## src/rtl/mera_pkg.sv

```systemverilog
// MERA-400 execution unit shared definitions
// Operation codes, timer phase constants, R0 flag positions
// and the R0 word with its raw and flag/user views
// Bit 0 is the most significant bit throughout

package mera_pkg;

	// Data word width
	localparam int WORD_W = 16;

	// Operation codes as presented on the op input
	typedef enum logic [3:0] {
		OP_ADD = 4'd0,
		OP_SUB = 4'd1,
		OP_AND = 4'd2,
		OP_OR  = 4'd3,
		OP_XOR = 4'd4,
		OP_CMP = 4'd5,
		OP_SHL = 4'd6,
		OP_SHR = 4'd7,
		OP_LDR = 4'd8,
		OP_CLR = 4'd9,
		OP_NOP = 4'd15
	} op_t;

	// Execute phases per operation and the phase carrying strob1
	localparam logic [1:0] EXEC_PHASES  = 2'd3;
	localparam logic [1:0] STROBE_PHASE = 2'd2;

	// Flag positions within R0, MSB first
	localparam logic [3:0] FLAG_Z = 4'd0;
	localparam logic [3:0] FLAG_M = 4'd1;
	localparam logic [3:0] FLAG_V = 4'd2;
	localparam logic [3:0] FLAG_C = 4'd3;
	localparam logic [3:0] FLAG_L = 4'd4;
	localparam logic [3:0] FLAG_E = 4'd5;
	localparam logic [3:0] FLAG_G = 4'd6;
	localparam logic [3:0] FLAG_Y = 4'd7;
	localparam logic [3:0] FLAG_X = 4'd8;

	// Flag half and user half of R0
	typedef struct packed {
		logic [0:8] flags;
		logic [0:6] user;
	} r0_fields_t;

	// R0 seen as one raw word (LDR, CLR) or as flags plus user bits
	typedef union packed {
		logic [0:WORD_W-1] raw;
		r0_fields_t        fields;
	} r0_word_u;

	// Per-flag update enables, same order as the flags
	typedef logic [0:8] flag_en_t;

endpackage

```

## src/rtl/alu16.sv

```systemverilog
// 16-bit arithmetic unit of the execution path
// Add, subtract, logic, single shifts and signed compare
// Purely combinational
// Flag outputs feed R0

`timescale 1ns/1ps

module alu16 import mera_pkg::*; (
	input  op_t               op_q,
	input  logic [0:WORD_W-1] a_q,
	input  logic [0:WORD_W-1] b_q,
	output logic [0:WORD_W-1] res,
	output logic              zs,
	output logic              s_1,
	output logic              ovf,
	output logic              carry,
	output logic              lt,
	output logic              eq,
	output logic              gt,
	output logic              y_out,
	output logic              x_out
);

	// SUB adds the inverted operand plus one
	logic              is_sub;
	logic [0:WORD_W-1] b_eff;
	logic [WORD_W:0]   sum;

	assign is_sub = (op_q == OP_SUB);
	assign b_eff  = is_sub ? ~b_q : b_q;
	assign sum    = {1'b0, a_q} + {1'b0, b_eff} + {{WORD_W{1'b0}}, is_sub};

	// Carry out of the 17-bit sum
	assign carry = sum[WORD_W];

	// Same operand signs but a different sum sign
	assign ovf = (a_q[0] == b_eff[0]) && (sum[WORD_W-1] != a_q[0]);

	// Signed compare of a against b
	assign lt = $signed(a_q) < $signed(b_q);
	assign eq = (a_q == b_q);
	assign gt = $signed(a_q) > $signed(b_q);

	// Bits leaving the word on a shift
	// Bit 0 is the MSB
	assign y_out = a_q[0];
	assign x_out = a_q[WORD_W-1];

	always_comb begin
		case (op_q)
			OP_ADD,
			OP_SUB:  res = sum[WORD_W-1:0];
			OP_AND:  res = a_q & b_q;
			OP_OR:   res = a_q | b_q;
			OP_XOR:  res = a_q ^ b_q;
			// Compare passes a through
			OP_CMP:  res = a_q;
			OP_SHL:  res = a_q << 1;
			OP_SHR:  res = a_q >> 1;
			OP_LDR:  res = a_q;
			default: res = '0;
		endcase
	end

	// Zero and sign of the result
	assign zs  = (res == '0);
	assign s_1 = res[0];

endmodule

```

## src/rtl/exec_control.sv

```systemverilog
// Execution control FSM
// Latches operation and operands on start, runs the phase timer,
// decodes which R0 flags the operation updates
// and qualifies all update strobes with strob1

`timescale 1ns/1ps

module exec_control import mera_pkg::*; (
	input  logic              clk0,
	input  logic              reset4,
	input  logic              start,
	input  op_t               op,
	input  logic [0:WORD_W-1] a_op,
	input  logic [0:WORD_W-1] b_op,
	input  logic              strob1,
	input  logic              last,
	output op_t               op_q,
	output logic [0:WORD_W-1] a_q,
	output logic [0:WORD_W-1] b_q,
	output logic              timer_start,
	output flag_en_t          flag_en,
	output logic              load_word,
	output logic              clear,
	output logic              busy,
	output logic              done
);

	typedef enum logic [1:0] {
		IDLE   = 2'd0,
		RUN    = 2'd1,
		FINISH = 2'd2
	} state_t;

	state_t state;
	state_t state_nx;
	logic   accept;

	// Start accepted whenever not in RUN
	assign accept = start && (state != RUN);

	always_comb begin
		state_nx = state;
		case (state)
			IDLE:    if (accept) state_nx = RUN;
			RUN:     if (last) state_nx = FINISH;
			FINISH:  state_nx = accept ? RUN : IDLE;
			default: state_nx = IDLE;
		endcase
	end

	always_ff @(posedge clk0 or negedge reset4) begin
		if (!reset4) begin
			state       <= IDLE;
			op_q        <= OP_NOP;
			timer_start <= 1'b0;
		end else begin
			state       <= state_nx;
			timer_start <= accept;
			if (accept) begin
				op_q <= op;
			end
		end
	end

	// Operand latches
	always_ff @(posedge clk0) begin
		if (accept) begin
			a_q <= a_op;
			b_q <= b_op;
		end
	end

	assign busy = (state == RUN);
	assign done = (state == FINISH);

	// Raw decode of the latched operation
	flag_en_t upd;
	logic     ld_dec;
	logic     clr_dec;

	always_comb begin
		upd     = '0;
		ld_dec  = 1'b0;
		clr_dec = 1'b0;
		case (op_q)
			OP_ADD, OP_SUB: begin
				upd[FLAG_Z] = 1'b1;
				upd[FLAG_M] = 1'b1;
				upd[FLAG_V] = 1'b1;
				upd[FLAG_C] = 1'b1;
			end
			OP_AND, OP_OR, OP_XOR: begin
				upd[FLAG_Z] = 1'b1;
				upd[FLAG_M] = 1'b1;
			end
			OP_CMP: begin
				upd[FLAG_L] = 1'b1;
				upd[FLAG_E] = 1'b1;
				upd[FLAG_G] = 1'b1;
			end
			OP_SHL: begin
				upd[FLAG_Z] = 1'b1;
				upd[FLAG_M] = 1'b1;
				upd[FLAG_Y] = 1'b1;
			end
			OP_SHR: begin
				upd[FLAG_Z] = 1'b1;
				upd[FLAG_M] = 1'b1;
				upd[FLAG_X] = 1'b1;
			end
			OP_LDR:  ld_dec = 1'b1;
			OP_CLR:  clr_dec = 1'b1;
			default: ;
		endcase
	end

	// One-cycle update pulses in the strobe phase
	assign flag_en   = upd & {9{strob1}};
	assign load_word = ld_dec & strob1;
	assign clear     = clr_dec & strob1;

	a_done_pulse: assert property (
		@(posedge clk0) disable iff (!reset4)
		done |=> !done
	) else $error("exec_control: done longer than one cycle");

	a_done_after_busy: assert property (
		@(posedge clk0) disable iff (!reset4)
		done |-> $past(busy)
	) else $error("exec_control: done without preceding busy");

endmodule

```

## src/rtl/exec_unit.sv

```systemverilog
// MERA-400 condition-flag execution unit
// Control FSM, phase timer, 16-bit ALU and the R0 flag register

`timescale 1ns/1ps

module exec_unit import mera_pkg::*; (
	input  logic              clk0,
	input  logic              reset4,
	input  logic              start,
	input  op_t               op,
	input  logic [0:WORD_W-1] a_op,
	input  logic [0:WORD_W-1] b_op,
	output logic [0:WORD_W-1] result,
	output logic [0:WORD_W-1] r0,
	output logic              busy,
	output logic              done
);

	// Latched operation and operands
	op_t               op_q;
	logic [0:WORD_W-1] a_q;
	logic [0:WORD_W-1] b_q;

	// Timer links
	logic       timer_start;
	logic       strob1;
	logic       last;

	// ALU outputs
	logic [0:WORD_W-1] res;
	logic              zs;
	logic              s_1;
	logic              ovf;
	logic              carry;
	logic              lt;
	logic              eq;
	logic              gt;
	logic              y_out;
	logic              x_out;

	// R0 update strobes
	flag_en_t flag_en;
	logic     load_word;
	logic     clear;

	exec_control u_ctrl (
		.clk0(clk0), .reset4(reset4), .start(start), .op(op),
		.a_op(a_op), .b_op(b_op), .strob1(strob1), .last(last),
		.op_q(op_q), .a_q(a_q), .b_q(b_q), .timer_start(timer_start),
		.flag_en(flag_en), .load_word(load_word), .clear(clear),
		.busy(busy), .done(done)
	);

	phase_timer u_timer (
		.clk0(clk0), .reset4(reset4), .timer_start(timer_start),
		.phase(), .strob1(strob1), .last(last)
	);

	alu16 u_alu (
		.op_q(op_q), .a_q(a_q), .b_q(b_q), .res(res),
		.zs(zs), .s_1(s_1), .ovf(ovf), .carry(carry),
		.lt(lt), .eq(eq), .gt(gt), .y_out(y_out), .x_out(x_out)
	);

	flag_register u_r0 (
		.clk0(clk0), .reset4(reset4),
		.zs(zs), .s_1(s_1), .ovf(ovf), .carry(carry),
		.lt(lt), .eq(eq), .gt(gt), .y_out(y_out), .x_out(x_out),
		.flag_en(flag_en), .load_word(load_word), .clear(clear),
		.w(a_q), .r0(r0)
	);

	// Result follows the latched operands until the next start
	assign result = res;

endmodule

```

## src/rtl/flag_register.sv

```systemverilog
// R0 register of the MERA-400 processor
// Nine condition flags Z M V C L E G Y X in bits 0..8
// and seven user bits 9..15
// Flags update individually from the ALU under per-flag enables,
// the whole word loads from w, and clear zeroes it

`timescale 1ns/1ps

module flag_register import mera_pkg::*; (
	input  logic              clk0,
	input  logic              reset4,
	// ALU flag inputs
	input  logic              zs,
	input  logic              s_1,
	input  logic              ovf,
	input  logic              carry,
	input  logic              lt,
	input  logic              eq,
	input  logic              gt,
	input  logic              y_out,
	input  logic              x_out,
	// Update strobes, already qualified by strob1
	input  flag_en_t          flag_en,
	input  logic              load_word,
	input  logic              clear,
	// Load value
	input  logic [0:WORD_W-1] w,
	output logic [0:WORD_W-1] r0
);

	// Stored word, all flags kept in true polarity
	r0_word_u r0_q;

	// New flag values gathered in R0 bit order
	logic [0:8] flag_in;

	always_comb begin
		flag_in         = '0;
		flag_in[FLAG_Z] = zs;
		flag_in[FLAG_M] = s_1;
		flag_in[FLAG_V] = ovf;
		flag_in[FLAG_C] = carry;
		// Compare outcomes in true polarity
		flag_in[FLAG_L] = lt;
		flag_in[FLAG_E] = eq;
		flag_in[FLAG_G] = gt;
		flag_in[FLAG_Y] = y_out;
		flag_in[FLAG_X] = x_out;
	end

	// Priority: clear, then word load, then single flags
	always_ff @(posedge clk0 or negedge reset4) begin
		if (!reset4) begin
			r0_q.raw <= '0;
		end else if (clear) begin
			r0_q.raw <= '0;
		end else if (load_word) begin
			// LDR writes the word raw, user bits included
			r0_q.raw <= w;
		end else begin
			for (int i = 0; i < 9; i++) begin
				if (flag_en[i]) begin
					r0_q.fields.flags[i] <= flag_in[i];
				end
			end
			// User bits untouched here
		end
	end

	assign r0 = r0_q.raw;

	// Control decodes one operation at a time
	// so at most one kind of update strobe is live
	a_single_update: assert property (
		@(posedge clk0) disable iff (!reset4)
		$onehot0({load_word, clear, |flag_en})
	) else $error("flag_register: load_word, clear and flag enables overlap");

endmodule

```

## src/rtl/phase_timer.sv

```systemverilog
// Execute phase timer
// Counts down through the execute phases after timer_start
// and produces strob1 and the final-phase pulse

`timescale 1ns/1ps

module phase_timer import mera_pkg::*; (
	input  logic       clk0,
	input  logic       reset4,
	input  logic       timer_start,
	output logic [1:0] phase,
	output logic       strob1,
	output logic       last
);

	// Remaining phases after the current one
	logic [1:0] cnt;
	logic       run;

	always_ff @(posedge clk0 or negedge reset4) begin
		if (!reset4) begin
			run <= 1'b0;
			cnt <= '0;
		end else if (timer_start) begin
			run <= 1'b1;
			cnt <= EXEC_PHASES - 2'd1;
		end else if (run) begin
			if (cnt == '0) begin
				run <= 1'b0;
			end else begin
				cnt <= cnt - 2'd1;
			end
		end
	end

	// Phase counts up as cnt counts down, parked at 0 when idle
	assign phase  = run ? (EXEC_PHASES - 2'd1 - cnt) : 2'd0;
	assign strob1 = run && (phase == STROBE_PHASE);
	assign last   = run && (cnt == '0);

	a_phase_range: assert property (
		@(posedge clk0) disable iff (!reset4)
		phase < EXEC_PHASES
	) else $error("phase_timer: phase out of range");

endmodule

```

## config.mk

```make
export PLATFORM = sky130hd
export DESIGN_NAME = exec_unit
export DESIGN_NICKNAME = d
export VERILOG_FILES = /design/src/rtl/mera_pkg.sv /design/src/rtl/alu16.sv /design/src/rtl/exec_control.sv /design/src/rtl/exec_unit.sv /design/src/rtl/flag_register.sv /design/src/rtl/phase_timer.sv
export SDC_FILE = /design/constraint.sdc
export NUM_CORES = 1
export LEC_CHECK = 0
export ABC_AREA = 1
export ABC_CLOCK_PERIOD_IN_PS = 4000
export BUFFER_PORTS_ARGS = -buffer_cell sky130_fd_sc_hd__buf_2
export CAP_MARGIN = 5
export CORE_ASPECT_RATIO = 1.25
export CORE_MARGIN = 1
export CORE_UTILIZATION = 38
export CTS_BUF_LIST = sky130_fd_sc_hd__clkbuf_16
export DETAILED_ROUTE_END_ITERATION = 12
export SYNTH_ARGS = -nofsm -noshare
export SYNTH_HDL_FRONTEND = slang
export SYNTH_SLANG_ARGS = --single-unit
```

## constraint.sdc

```tcl
create_clock -name clk0 -period 4 [get_ports clk0]
set_input_delay 0.2 -clock clk0 [delete_from_list [all_inputs] [get_ports clk0]]
set_output_delay 0.2 -clock clk0 [all_outputs]
set_load 0.02 [all_outputs]
```

# Word level (Yosys, flattened, before mapping)
# Cells that the tools add are included.
[totals] register_bits=58 input_bits=39 out_inout_bits=34 word_cells=105
[op_classes] add_sub_neg=4 magnitude_cmp=2 n_eq_ne=19 mux=32 bitwise_logic=7 reduce_logical=24
[ops] op="16-bit one-hot mux with 7 select lines" n=1
[ops] op="16-bit two-way mux" n=2
[ops] op="3-bit nonzero test" n=9
[ops] op="16-bit by 16-bit adder with 17-bit output" n=1
[ops] op="17-bit by 1-bit adder with 17-bit output" n=1
[ops] op="1-bit two-way mux" n=17
[ops] op="16-bit bitwise AND" n=1
[ops] op="16-bit == test" n=1
[ops] op="4-bit by 3-bit == test with 1-bit output, second input constant" n=4
[ops] op="16-bit > comparator" n=1
[ops] op="16-bit logical NOT" n=1
[ops] op="16-bit less-than comparator" n=1
[ops] op="2-bit two-way mux" n=8
[ops] op="16-bit inverter" n=1
[ops] op="16-bit bitwise OR" n=1
[ops] op="16-bit bitwise XOR" n=1
[ops] op="9-bit bitwise AND" n=1
[ops] op="9-bit two-way mux" n=1
[ops] op="4-bit by 2-bit == test with 1-bit output, second input constant" n=2
[ops] op="4-bit == test, second input constant" n=2
[ops] op="7-bit two-way mux" n=1
[ops] op="7-bit OR reduction" n=1
[ops] op="2-bit by 1-bit != test with 1-bit output, second input constant" n=3
[ops] op="2-bit one-hot mux with 3 select lines" n=1
[ops] op="other kinds (16)" n=25

# Depth between registers and ports, before layout
# Gate-level depths: netlist (run 1).
[depth] word_depth=9 depth_mapped=23

# Hierarchy
# Synthesis (run 1) repeated with hierarchy kept, for this count alone.
[hier_totals] hier_cells=735 area_unflattened_um2=5371.4
[by_module_without_submodules] mod="alu16" n_inst=1 cells_per_inst=500 area_each_um2=2950.3 seq_area_each_um2=0.0
[by_module_without_submodules] mod="exec_control" n_inst=1 cells_per_inst=83 area_each_um2=1350.0 seq_area_each_um2=1141.1
[by_module_without_submodules] mod="flag_register" n_inst=1 cells_per_inst=125 area_each_um2=890.9 seq_area_each_um2=400.4
[by_module_without_submodules] mod="phase_timer" n_inst=1 cells_per_inst=27 area_each_um2=180.2 seq_area_each_um2=75.1

# Worst setup path before layout (run 1)
# OpenSTA, ideal clock, no wires.
[synth_timing] path_kind="reg2reg" from="reg u_ctrl.op_q[0]" to="reg u_r0.r0_q (netlist bit u_r0.r0[0])" setup_ps=117 t_arrival_ps=2866 t_required_ps=3883 path_slack_ps=1018 path_stages_with_launch=21 path_buffers=1 period_less_slack_ps=2982 path_cell_list="dfstp_2 > inv_1 > nor2_4 > nand2_1 > buf_2 > xor2_1 > ha_1 > a21oi_1 > o21ai_0 > a21oi_1 > nand2_1 > nand2_1 > nand3_1 > nand2_1 > inv_1 > nand3_1 > nor2_1 > nand3_1 > nand2_1 > nand2_1 > nand2_1"
[synth_via] elab_chain_cells=9 word_cells_on_any_way=28 classes_between="add/sub (2); eq/ne (9); mux (8); bitwise (3); reduce/logical (6)"
[synth_rtl] item="start: declaration" line="exec_control.sv:17" rtl="output op_t op_q,"
[synth_rtl] item="start signal: assignment" line="exec_control.sv:60" rtl="op_q <= op;"
[synth_rtl] item="4-bit by 1-bit == test with 1-bit output" line="alu16.sv:29, alu16.sv:50"
[synth_rtl] item="16-bit two-way mux" line="alu16.sv:30" rtl="assign b_eff = is_sub ? ~b_q : b_q;"
[synth_rtl] item="16-bit by 16-bit adder with 17-bit output" line="alu16.sv:31" rtl="assign sum = {1'b0, a_q} + {1'b0, b_eff} + {{WORD_W{1'b0}}, is_sub};"
[synth_rtl] item="17-bit by 1-bit adder with 17-bit output" line="alu16.sv:31"
[synth_rtl] item="16-bit one-hot mux with 7 select lines *" line="alu16.sv:50" rtl="case (op_q)"
[synth_rtl] item="via result, one bit" line="exec_unit.sv:13" rtl="output logic [0:WORD_W-1] result,"
[synth_rtl] item="16-bit logical NOT *" line="alu16.sv:66" rtl="assign zs = (res == '0);"
[synth_rtl] item="1-bit two-way mux *" line="flag_register.sv:62" rtl="if (flag_en[i]) begin"
[synth_rtl] item="9-bit two-way mux *" line="flag_register.sv:57" rtl="end else if (load_word) begin"
[synth_rtl] item="16-bit two-way mux *" line="flag_register.sv:55" rtl="end else if (clear) begin"
[synth_rtl] item="end: declaration" line="flag_register.sv:32" rtl="r0_word_u r0_q;"
# Mark *: on every way through the listed nets, which the timed path passes. The rest lies on a longest branch. The select of a mux whose other input is x is not followed.
# A chain may end at the register's enable or synchronous reset.

# Final worst setup path (run 1)
[layout_timing] from="reg u_ctrl.op_q[0]" to="out result[0] (netlist name)"
[layout_via] elab_chain_cells=5 word_cells_on_any_way=15 classes_between="add/sub (2); eq/ne (8); mux (2); reduce/logical (3)"
[layout_rtl] item="4-bit by 1-bit == test with 1-bit output" line="alu16.sv:29, alu16.sv:50"
[layout_rtl] item="16-bit two-way mux" line="alu16.sv:30"
[layout_rtl] item="16-bit by 16-bit adder with 17-bit output" line="alu16.sv:31"
[layout_rtl] item="17-bit by 1-bit adder with 17-bit output" line="alu16.sv:31"
[layout_rtl] item="16-bit one-hot mux with 7 select lines *" line="alu16.sv:50"
[layout_rtl] item="end: declaration" line="exec_unit.sv:13"
# Mark *: on every way between the ends. The rest lies on a longest branch, timed or not.

==> results_dict.tcl, run 1 <==
set metrics [dict create \
    status "finished, final reports clean" \
    crit_required_ns 3.80 \
    cp-start-kind "register" \
    cts_num_sinks 58 \
    crit_chain "inv_1, nor2_4, nand2_1, buf_4, xor2_1, ha_1, a21o_1, a21oi_1, nor2_1, nor2_1, nand2_1, nand2_1, nand3_1, nand2_1, buf_2" \
    ys_async_sr_fraction 0.4483 \
    crit_fanout 8 \
    leakage_nw 2.884 \
    grt_pass1_wl_mm 22.29 \
    routed_wl_mm 14.12 \
    critPathBufInv 3 \
    cts_made_buffers 9 \
    ant_nets 0 \
    max_slew_margin 0.2624 \
    final_util 0.4645 \
    grt_pass1_vias 4389 \
    final_hold_viol_count 0 \
    hp-class "input pin to register" \
    yosysSeqAreaShare 0.3338 \
    grt_start_max_net_pins 42 \
    critPathKind "register to output pin" \
    via_count 4474 \
    cts_root_buf "clkbuf_16" \
    core_area_um2 12270 \
    floorplan.initialDensity 0.3946 \
    worst_pin_slew_ns 1.104 \
    grt_setup_unrepaired "false" \
    drc 0 \
    setup_viol 0 \
    clk_latency_ns 0.34 \
    firstDrtPassIters 6 \
    die_h_um 128.2 \
    cts_tree "built" \
    synth-seq-cells 58 \
    syn_inst 618 \
    maxSlewViolCount 0 \
    gr-usage-all-layers 0.2268 \
    syn_to_final_growth_pct 17.72 \
    maxCapViolCount 0 \
    cts_htree_levels 3 \
    layout.nets 801 \
    synth_area_um2 4843 \
    synth_edf_count 32 \
    ir_drop_mv 0.4855 \
    fmax_mhz 280.4 \
    io_buffer_count 72 \
    crit_top_cell "nand2_1" \
    fp.dieArea_um2 13200 \
    cp.arrival_ns 3.37 \
    max_stage_delay_ns 0.56 \
    period_share 0.8915 \
    drt_iter0_markers 242 \
    gr-total-overflow 0 \
    gp_congestion 0.9478 \
    post_cts_buffers 0 \
    antenna_found_initial 0 \
    die_width_um 103.0 \
    layout_min_cycle_time_ns 3.566 \
    n_antenna_cell 0 \
    cpLargestDelayFamily "simple AND/OR/NAND/NOR gates" \
    power.density_nw_per_um2 842.6 \
    hpwl_mm 10.61 \
    synth_cell_types 43 \
    ys_warn_count 0 \
    vias_per_cell 5.172 \
    power_w 0.004804 \
    critPathSlowestCell "dfstp_2" \
    crit_path_end_kind "output pin" \
    syn_nets 723 \
    rows 45 \
    final_cell_mix "124 x nand2_1, 87 x inv_1, 72 x buf_2, 65 x ha_1, 52 x o21ai_0" \
    drive_above_1_share 0.1683 \
    wl_per_cell_um 16.33 \
    ys.flop_type "edfxtp_1" \
    layout_commonest_cell "nand2_1" \
    final.setup_skew_ns 0.01091 \
    setup_tns_ns 0 \
    clk_pin_slew_ns 0.06 \
    clk_path_buf_depth 2 \
    avgSynthCellArea_um2 7.837 \
    io_pins 73 \
]
## layer usage
metal | up-vias | global-route usage | share of wire
li1 | 2223 | - | -
met1 | 2083 | 0.2810 | 0.43
met2 | 143 | 0.3812 | 0.49
met3 | 25 | 0.04962 | 0.058
met4 | 0 | 0.08534 | 0.022
met5 | - | 0 | 0
## state kept, by name, indices dropped and copies added, names as in the netlist
signal / cells
u_ctrl.timer_start: 1
u_ctrl.state: 2
u_ctrl.b_q: 16
u_ctrl.op_q: 4
u_timer.run: 1
u_ctrl.a_q: 16
u_r0.r0: 16
u_timer.cnt: 2
## through the flow
| step | cell area [um^2] | hold slack (ns) | setup slack, ns | std cells |
|---|---|---|---|---|
| final | 5702 | 0.02853 | 0.4340 | 865 |
| after detailed placement | 5383 | 0.2525 | 0.6158 | 848 |
| after floorplan | 4843 | -0.09559 | 1.018 | 618 |
| after global placement | 5383 | 0.2448 | 0.6790 | 848 |
| after global routing | 5702 | 0.02435 | 0.1513 | 865 |
| after CTS | 5702 | 0.02186 | 0.4500 | 865 |
## kinds of logic (layout without fill, tap and decap cells)
kind of cell,Yosys count,count (layout),share of synthesized area
flops,58,58,0.3338
simple gates,251,251,0.2338
xor+xnor,16,16,0.02893
compound gates,127,127,0.1488
buf+inv,100,183,0.08267
fa+ha+maj,66,66,0.1720
## path summary, 6_finish.rpt
| path | start | to | slack [ns] | cells past startpoint |
|---|---|---|---|---|
| max | u_ctrl.op_q[0]$_DFFE_PN1P_ | result[0] | 0.43 | 15 |
| min | b_op[7] | u_ctrl.b_q[7]$_DFFE_PP_ | 0.03 | 1 |
| max reg2reg | u_ctrl.op_q[0]$_DFFE_PN1P_ | u_r0.r0[0]$_DFFE_PN0P_ | 0.51 | 17 |
| min reg2reg | u_r0.r0[10]$_DFFE_PN0P_ | u_r0.r0[10]$_DFFE_PN0P_ | 0.48 | 2 |
| max in group asynchronous | reset4 | u_r0.r0[13]$_DFFE_PN0P_ | 3.19 | 2 |
| min in group asynchronous | reset4 | u_r0.r0[5]$_DFFE_PN0P_ | 0.40 | 2 |
## Yosys cell counts, types with 2 or more instances
library cell | number | area (um^2)
nand2_1 | 124 | 465.5
inv_1 | 87 | 326.6
ha_1 | 65 | 813.3
o21ai_0 | 52 | 260.3
nor2_1 | 47 | 176.4
a21oi_1 | 33 | 165.2
edfxtp_1 | 32 | 960.9
nand3_1 | 31 | 155.2
dfrtp_1 | 22 | 550.5
xor2_1 | 16 | 140.1
o22ai_1 | 14 | 87.58
nand3b_1 | 11 | 82.58
nor3_1 | 9 | 45.04
nand2_2 | 6 | 37.54
nand4_1 | 6 | 37.54
a21o_1 | 5 | 37.54
nor2_2 | 5 | 31.28
dfstp_2 | 4 | 105.1
o211ai_1 | 4 | 30.03
o21ai_1 | 4 | 20.02
a211oi_1 | 3 | 22.52
buf_2 | 3 | 15.01
buf_4 | 3 | 22.52
inv_2 | 3 | 11.26
o21a_1 | 3 | 22.52
o221ai_1 | 3 | 26.28
clkbuf_1 | 2 | 7.510
nand2_4 | 2 | 22.52
nor3_2 | 2 | 20.02
nor4_1 | 2 | 12.51
o2111ai_1 | 2 | 17.52
or2_2 | 2 | 12.51
## area by class of cell
cell class / instances / area (um^2)
Fill cell: 1283 / 6573
Multi-Input combinational cell: 460 / 2834
Sequential cell: 58 / 1617
Timing Repair Buffer: 76 / 392.9
Inverter: 91 / 344.1
Clock buffer: 9 / 225.2
Tap cell: 164 / 205.2
Clock inverter: 7 / 83.83
## what timing repair did
action,CTS,global route
endpoints found under the setup margin,0,0
hold endpoints to repair,22,0
hold buffers,1,0
gates resized for setup,0,0
## report_power, final
part,total [W],internal (W),switching (W)
clock network,0.000821,0.000537,0.000284
registers,0.00101,0.000853,0.000153
logic,0.00298,0.000984,0.00199
total,0.00480,0.00237,0.00243
Power figures use the tool's default switching activity.
==> run 2, diff against run 1 <==
- BUFFER_PORTS_ARGS: -buffer_cell sky130_fd_sc_hd__buf_2 -> -buffer_cell sky130_fd_sc_hd__buf_4
- REMOVE_ABC_BUFFERS: default -> 1
==> results_dict.tcl, run 2 (synthesis gave the netlist of run 1 again) <==
set metrics [dict create \
    wl_per_cell_um 16.65 \
    maxSlewViolCount 0 \
    cts_made_buffers 9 \
    dp_cells 848 \
    grt_pass1_vias 4502 \
    hpwl_mm 10.97 \
    drive_above_1_share 0.1698 \
    gr-total-overflow 0 \
    reg2reg_from "u_ctrl.op_q[0]$_DFFE_PN1P_" \
    ant_nets 0 \
    worst_hold_slack_ns 0.02812 \
    ir_drop_mv 0.4349 \
    cts_htree_levels 3 \
    via_count 4533 \
    grt_start_max_net_pins 42 \
    fmax_mhz 277.5 \
    io_pins 73 \
    period_share 0.9010 \
    antenna_found_initial 0 \
    crit_chain "inv_1, nor2_4, nand2_1, buf_4, xor2_1, ha_1, a21o_1, a21oi_1, nor2_1, nor2_1, nand2_1, nand2_1, nand3_1, nand2_1, buf_4" \
    drt_iter0_markers 307 \
    firstDrtPassIters 5 \
    cts_tree "built" \
    power.density_nw_per_um2 841.8 \
    clk_path_buf_depth 2 \
    final_cell_mix "124 x nand2_1, 88 x inv_1, 75 x buf_4, 65 x ha_1, 52 x o21ai_0" \
    finalNonFillerCells 865 \
    cts_num_sinks 58 \
    layout_commonest_cell "nand2_1" \
    routed_wl_mm 14.40 \
    critPathKind "register to output pin" \
    die_width_um 103.0 \
    status "finished, final reports clean" \
    final.setup_skew_ns 0.005705 \
    setup_tns_ns 0 \
    rows 45 \
    layout.nets 801 \
    syn_to_final_growth_pct 21.29 \
    cp.arrival_ns 3.40 \
    cts_root_buf "clkbuf_16" \
    power_w 0.004945 \
    cp-start-kind "register" \
    max_stage_delay_ns 0.56 \
    gr-usage-all-layers 0.2342 \
    clk_pin_slew_ns 0.05 \
    final_hold_viol_count 0 \
    worstHoldStart "b_op[9]" \
    floorplan.initialDensity 0.3946 \
    n_antenna_cell 0 \
    gp_congestion 0.9284 \
    layout_min_cycle_time_ns 3.604 \
    grt_setup_unrepaired "false" \
    die_h_um 128.2 \
    cts-resized-gates 0 \
    critPathLaunch "u_ctrl.op_q[0]$_DFFE_PN1P_" \
    clk_latency_ns 0.35 \
    crit_required_ns 3.80 \
    core_area_um2 12270 \
    final_util 0.4786 \
    fp.dieArea_um2 13200 \
    hp-class "input pin to register" \
    crit_path_end_kind "output pin" \
    vias_per_cell 5.240 \
    crit_fanout 8 \
    io_buffer_count 72 \
    setup_viol 0 \
    max_slew_margin 0.2430 \
    drc 0 \
    leakage_nw 2.937 \
    grt_pass1_wl_mm 22.80 \
    worst_pin_slew_ns 1.133 \
    maxCapViolCount 0 \
    crit_top_cell "nand2_1" \
    critPathSlowestCell "dfstp_2" \
]
## run 2: per-layer routing
layer | global-route usage | up-vias | share of wire
li1 | - | 2233 | -
met2 | 0.3812 | 126 | 0.49
met4 | 0.1284 | 0 | 0.034
met3 | 0.03490 | 26 | 0.048
met5 | 0 | - | 0
met1 | 0.2947 | 2148 | 0.43
## run 2: final cells by class
class                   instances  area, um^2
clock buffers                  11       275.3
clock inverters                 5       26.28
fillers                      1241        6400
inverters                      91       344.1
multi-input cells             460        2834
flip-flops and latches         58        1617
well taps                     164       205.2
repair buffers                 76       573.1
## run 2: power breakdown
| group | internal [W] | switching (W) |
|---|---|---|
| Clock | 0.000488 | 0.000281 |
| Combinational | 0.00114 | 0.00203 |
| Sequential | 0.000854 | 0.000159 |
| Total | 0.00248 | 0.00247 |
## run 2: final timing paths
path | to | slack [ns] | cells after the start
min reg2reg | u_r0.r0[13]$_DFFE_PN0P_ | 0.49 | 2
max | result[0] | 0.40 | 15
max in group asynchronous | u_ctrl.op_q[3]$_DFFE_PN1P_ | 3.38 | 2
min | u_ctrl.b_q[9]$_DFFE_PP_ | 0.03 | 1
min in group asynchronous | u_r0.r0[10]$_DFFE_PN0P_ | 0.31 | 2
max reg2reg | u_r0.r0[0]$_DFFE_PN0P_ | 0.68 | 21
## run 2: repair_timing
item,in CTS,in global routing
endpoints found under the setup margin,0,0
buffers inserted,0,0
endpoints found under the hold margin,22,0
hold buffers,1,0
## run 2: critical path: cells and delay by family, from the launching register on
family / cells / cell delay (ns)
AO/OA/AOI/OAI: 2 / 0.38
XOR/XNOR: 1 / 0.16
adder cells (fa/ha/maj): 1 / 0.35
buffers and inverters: 3 / 0.55
flip-flops: 1 / 0.56
AND/OR/NAND/NOR: 8 / 1.06
## run 2: metrics by stage
stage,area (um^2),worst slack [ns]
CTS,5874,0.4023
global route,5874,0.1953
floorplan,4787,0.8306
detailed placement,5563,0.6910
finish,5874,0.3962
global placement,5563,0.7311
==> run 3, diff against run 2 <==
- ABC_AREA: 1 -> 0
==> results_dict.tcl, run 3 <==
set metrics [dict create \
    status "finished, final reports clean" \
    ant_nets 0 \
    n_antenna_cell 0 \
    cts_root_buf "clkbuf_16" \
    firstDrtPassIters 6 \
    drive_above_1_share 0.2000 \
    grt_start_max_net_pins 30 \
    grt_setup_unrepaired "false" \
    cts_tree "built" \
    final_util 0.4744 \
    synthTopCellsByCount "65 x ha_1, 55 x nand2_1, 51 x inv_1" \
    hpwl_mm 11.36 \
    critPathLaunch "u_ctrl.op_q[0]$_DFFE_PN1P_" \
    synth_top_area_cell "edfxtp_1" \
    gr-usage-all-layers 0.2289 \
    yosysSeqAreaShare 0.3293 \
    crit_chain "nor4b_4, buf_6, xnor2_1, ha_1, a41oi_1, o21ai_1, a2111oi_4, buf_4, o31ai_1, mux2i_1, a221o_1, buf_4" \
    switchingPower_w 0.002535 \
    synth_cell_types 70 \
    drc 0 \
    cp-start-kind "register" \
    io_buffer_count 72 \
    syn_inst 536 \
    fp.dieArea_um2 13380 \
    clk_path_buf_depth 2 \
    layout_min_cycle_time_ns 3.811 \
    via_count 4450 \
    place_area_um2 5707 \
    critPathSlowestCell "dfstp_2" \
    maxCapViolCount 0 \
    final.setup_skew_ns 0.008714 \
    crit_required_ns 3.80 \
    vias_per_cell 5.647 \
    antenna_found_initial 0 \
    critPathKind "register to output pin" \
    die_h_um 129.1 \
    final_hold_viol_count 0 \
    setup_viol 0 \
    swShare 0.4860 \
    worstRegToRegCells 12 \
    fillers 1234 \
    worst_pin_slew_ns 1.090 \
    routed_wl_mm 15.11 \
    crit_path_end_kind "output pin" \
    synth_edf_count 32 \
    cp.arrival_ns 3.61 \
    wl_per_cell_um 19.18 \
    worst_hold_slack_ns 0.04054 \
    fmax_mhz 262.4 \
    r2r-end "u_r0.r0[0]$_DFFE_PN0P_" \
    synth_area_leaders "edfxtp_1 20%, ha_1 17%, dfrtp_1 11%" \
    io_pins 73 \
    avgSynthCellArea_um2 9.160 \
    final_cell_mix "89 x buf_4, 65 x ha_1, 55 x nand2_1, 52 x inv_1, 33 x a21oi_1" \
    combPwrFrac 0.668 \
    reg2reg_from "u_ctrl.op_q[0]$_DFFE_PN1P_" \
    gp_congestion 0.9626 \
    rows 46 \
    design_area_um2 6007 \
    yosysTopAreaCellShare 0.1957 \
    gr-total-overflow 0 \
    period_share 0.9528 \
    core_area_um2 12660 \
    seqCellArea_um2 1617 \
    synth_area_um2 4910 \
    power.share.clock 0.130 \
    ys.flop_type "edfxtp_1" \
    layout.nets 720 \
    floorplan.initialDensity 0.3877 \
    maxSlewViolCount 0 \
    layout_commonest_cell "buf_4" \
    rrSetupSlack_ns 0.21 \
    ys_warn_count 0 \
    max_stage_delay_ns 0.54 \
    synth-seq-cells 58 \
    drt_iter0_markers 311 \
    power.density_nw_per_um2 868.2 \
    endpoint "result[2]" \
    leakage_nw 2.703 \
    crit_top_cell "buf_4" \
    setup_tns_ns 0 \
    syn_to_final_growth_pct 22.35 \
    clk_latency_ns 0.33 \
    crit_fanout 14 \
    ys_async_sr_fraction 0.4483 \
    clk_pin_slew_ns 0.06 \
    cts_htree_levels 3 \
    cts_made_buffers 9 \
    p_seq_frac 0.202 \
    die_width_um 103.7 \
    grt_pass1_wl_mm 23.58 \
    yosysMostFrequentCell "ha_1" \
    max_slew_margin 0.2724 \
    ir_drop_mv 0.3184 \
    post_cts_buffers 0 \
    hp-class "input pin to register" \
    intPower_w 0.002681 \
    multi_input_area_um2 3037 \
    grt_pass1_vias 4330 \
    cts_num_sinks 58 \
]
-- run 3: cell count changes after synthesis, sizes merged, moves of 10 or more --
cell | previous run | this run
clkbuf | 2 | 12
inv | 91 | 51
nand2 | 132 | 55
nand3 | 32 | 9
nor2 | 53 | 28
o21ai | 57 | 31
o22ai | 14 | 2
xnor2 | 0 | 21
xor2 | 16 | 5
-- run 3: worst max-delay path, delay by kind of cell, from the launching register on --
| kind | cells | cell delay (ns) |
|---|---|---|
| compound gates | 5 | 1.26 |
| xor+xnor | 1 | 0.14 |
| fa+ha+maj | 1 | 0.32 |
| buf+inv | 3 | 0.64 |
| flops | 1 | 0.54 |
| mux | 1 | 0.13 |
| simple gates | 1 | 0.25 |
-- run 3: layout make-up --
class / instances / share of cell area
inverters: 51 / 0.03187
repair buffers: 91 / 0.1148
multi-input cells: 404 / 0.5055
clock inverters: 7 / 0.006249
well taps: 168 / 0.03499
clock buffers: 9 / 0.03749
flip-flops and latches: 58 / 0.2691
-- run 3: repair_timing --
| action | 4_1_cts | 5_1_grt |
|---|---|---|
| resized for setup | 0 | 5 |
| endpoints found under the hold margin | 22 | 0 |
| hold buffers | 1 | 0 |
| endpoints found under the setup margin | 0 | 3 |
-- run 3: kinds of logic after synthesis --
family,count (synthesis),synth area share
compound gates,144,0.2001
xor+xnor,26,0.04638
fa+ha+maj,66,0.1697
flops,58,0.3293
simple gates,157,0.1674
buf+inv,74,0.06116
mux,11,0.02599
-- run 3: metal layers --
layer | share of wire | global-route usage | wire length [um]
met5 | 0 | 0 | 0
met4 | 0.030 | 0.09664 | 457
met3 | 0.062 | 0.03471 | 941
met2 | 0.47 | 0.3865 | 7118
met1 | 0.44 | 0.2945 | 6596
-- run 3: worst min-delay path by stage --
stage | start | endpoint | slack, ns | depth (start not counted)
final | b_op[3] | u_ctrl.b_q[3]$_DFFE_PP_ | 0.04 | 1
after global routing | b_op[3] | u_ctrl.b_q[3]$_DFFE_PP_ | 0.03 | 1
after CTS | b_op[1] | u_ctrl.b_q[1]$_DFFE_PP_ | 0.03 | 1
after detailed placement | reset4 | u_timer.cnt[1]$_DFFE_PN0P_ | 0.14 | 1
after global placement | reset4 | u_ctrl.timer_start$_DFF_PN0_ | 0.13 | 1
after floorplan | reset4 | u_ctrl.state[0]$_DFFE_PN0P_ | -0.1 | 0
-- run 3: power groups by stage --
stage          clock network (W)  logic [W]  registers [W]
2_1_floorplan                  0    0.00211        0.00112
3_3_place_gp                   0    0.00341        0.00105
3_5_place_dp                   0    0.00340        0.00106
4_1_cts                 0.000695    0.00343        0.00105
5_1_grt                 0.000723    0.00378        0.00108
6_report                0.000679    0.00348        0.00105
-- run 3: per-stage QoR --
stage	total power (W)	std cells	worst slack, ns
after floorplan	0.003227	513	-0.7760
after global placement	0.004456	771	0.3263
after detailed placement	0.004461	771	0.2465
after CTS	0.005175	788	0.04029
after global routing	0.005575	788	0.02995
final	0.005215	788	0.1888
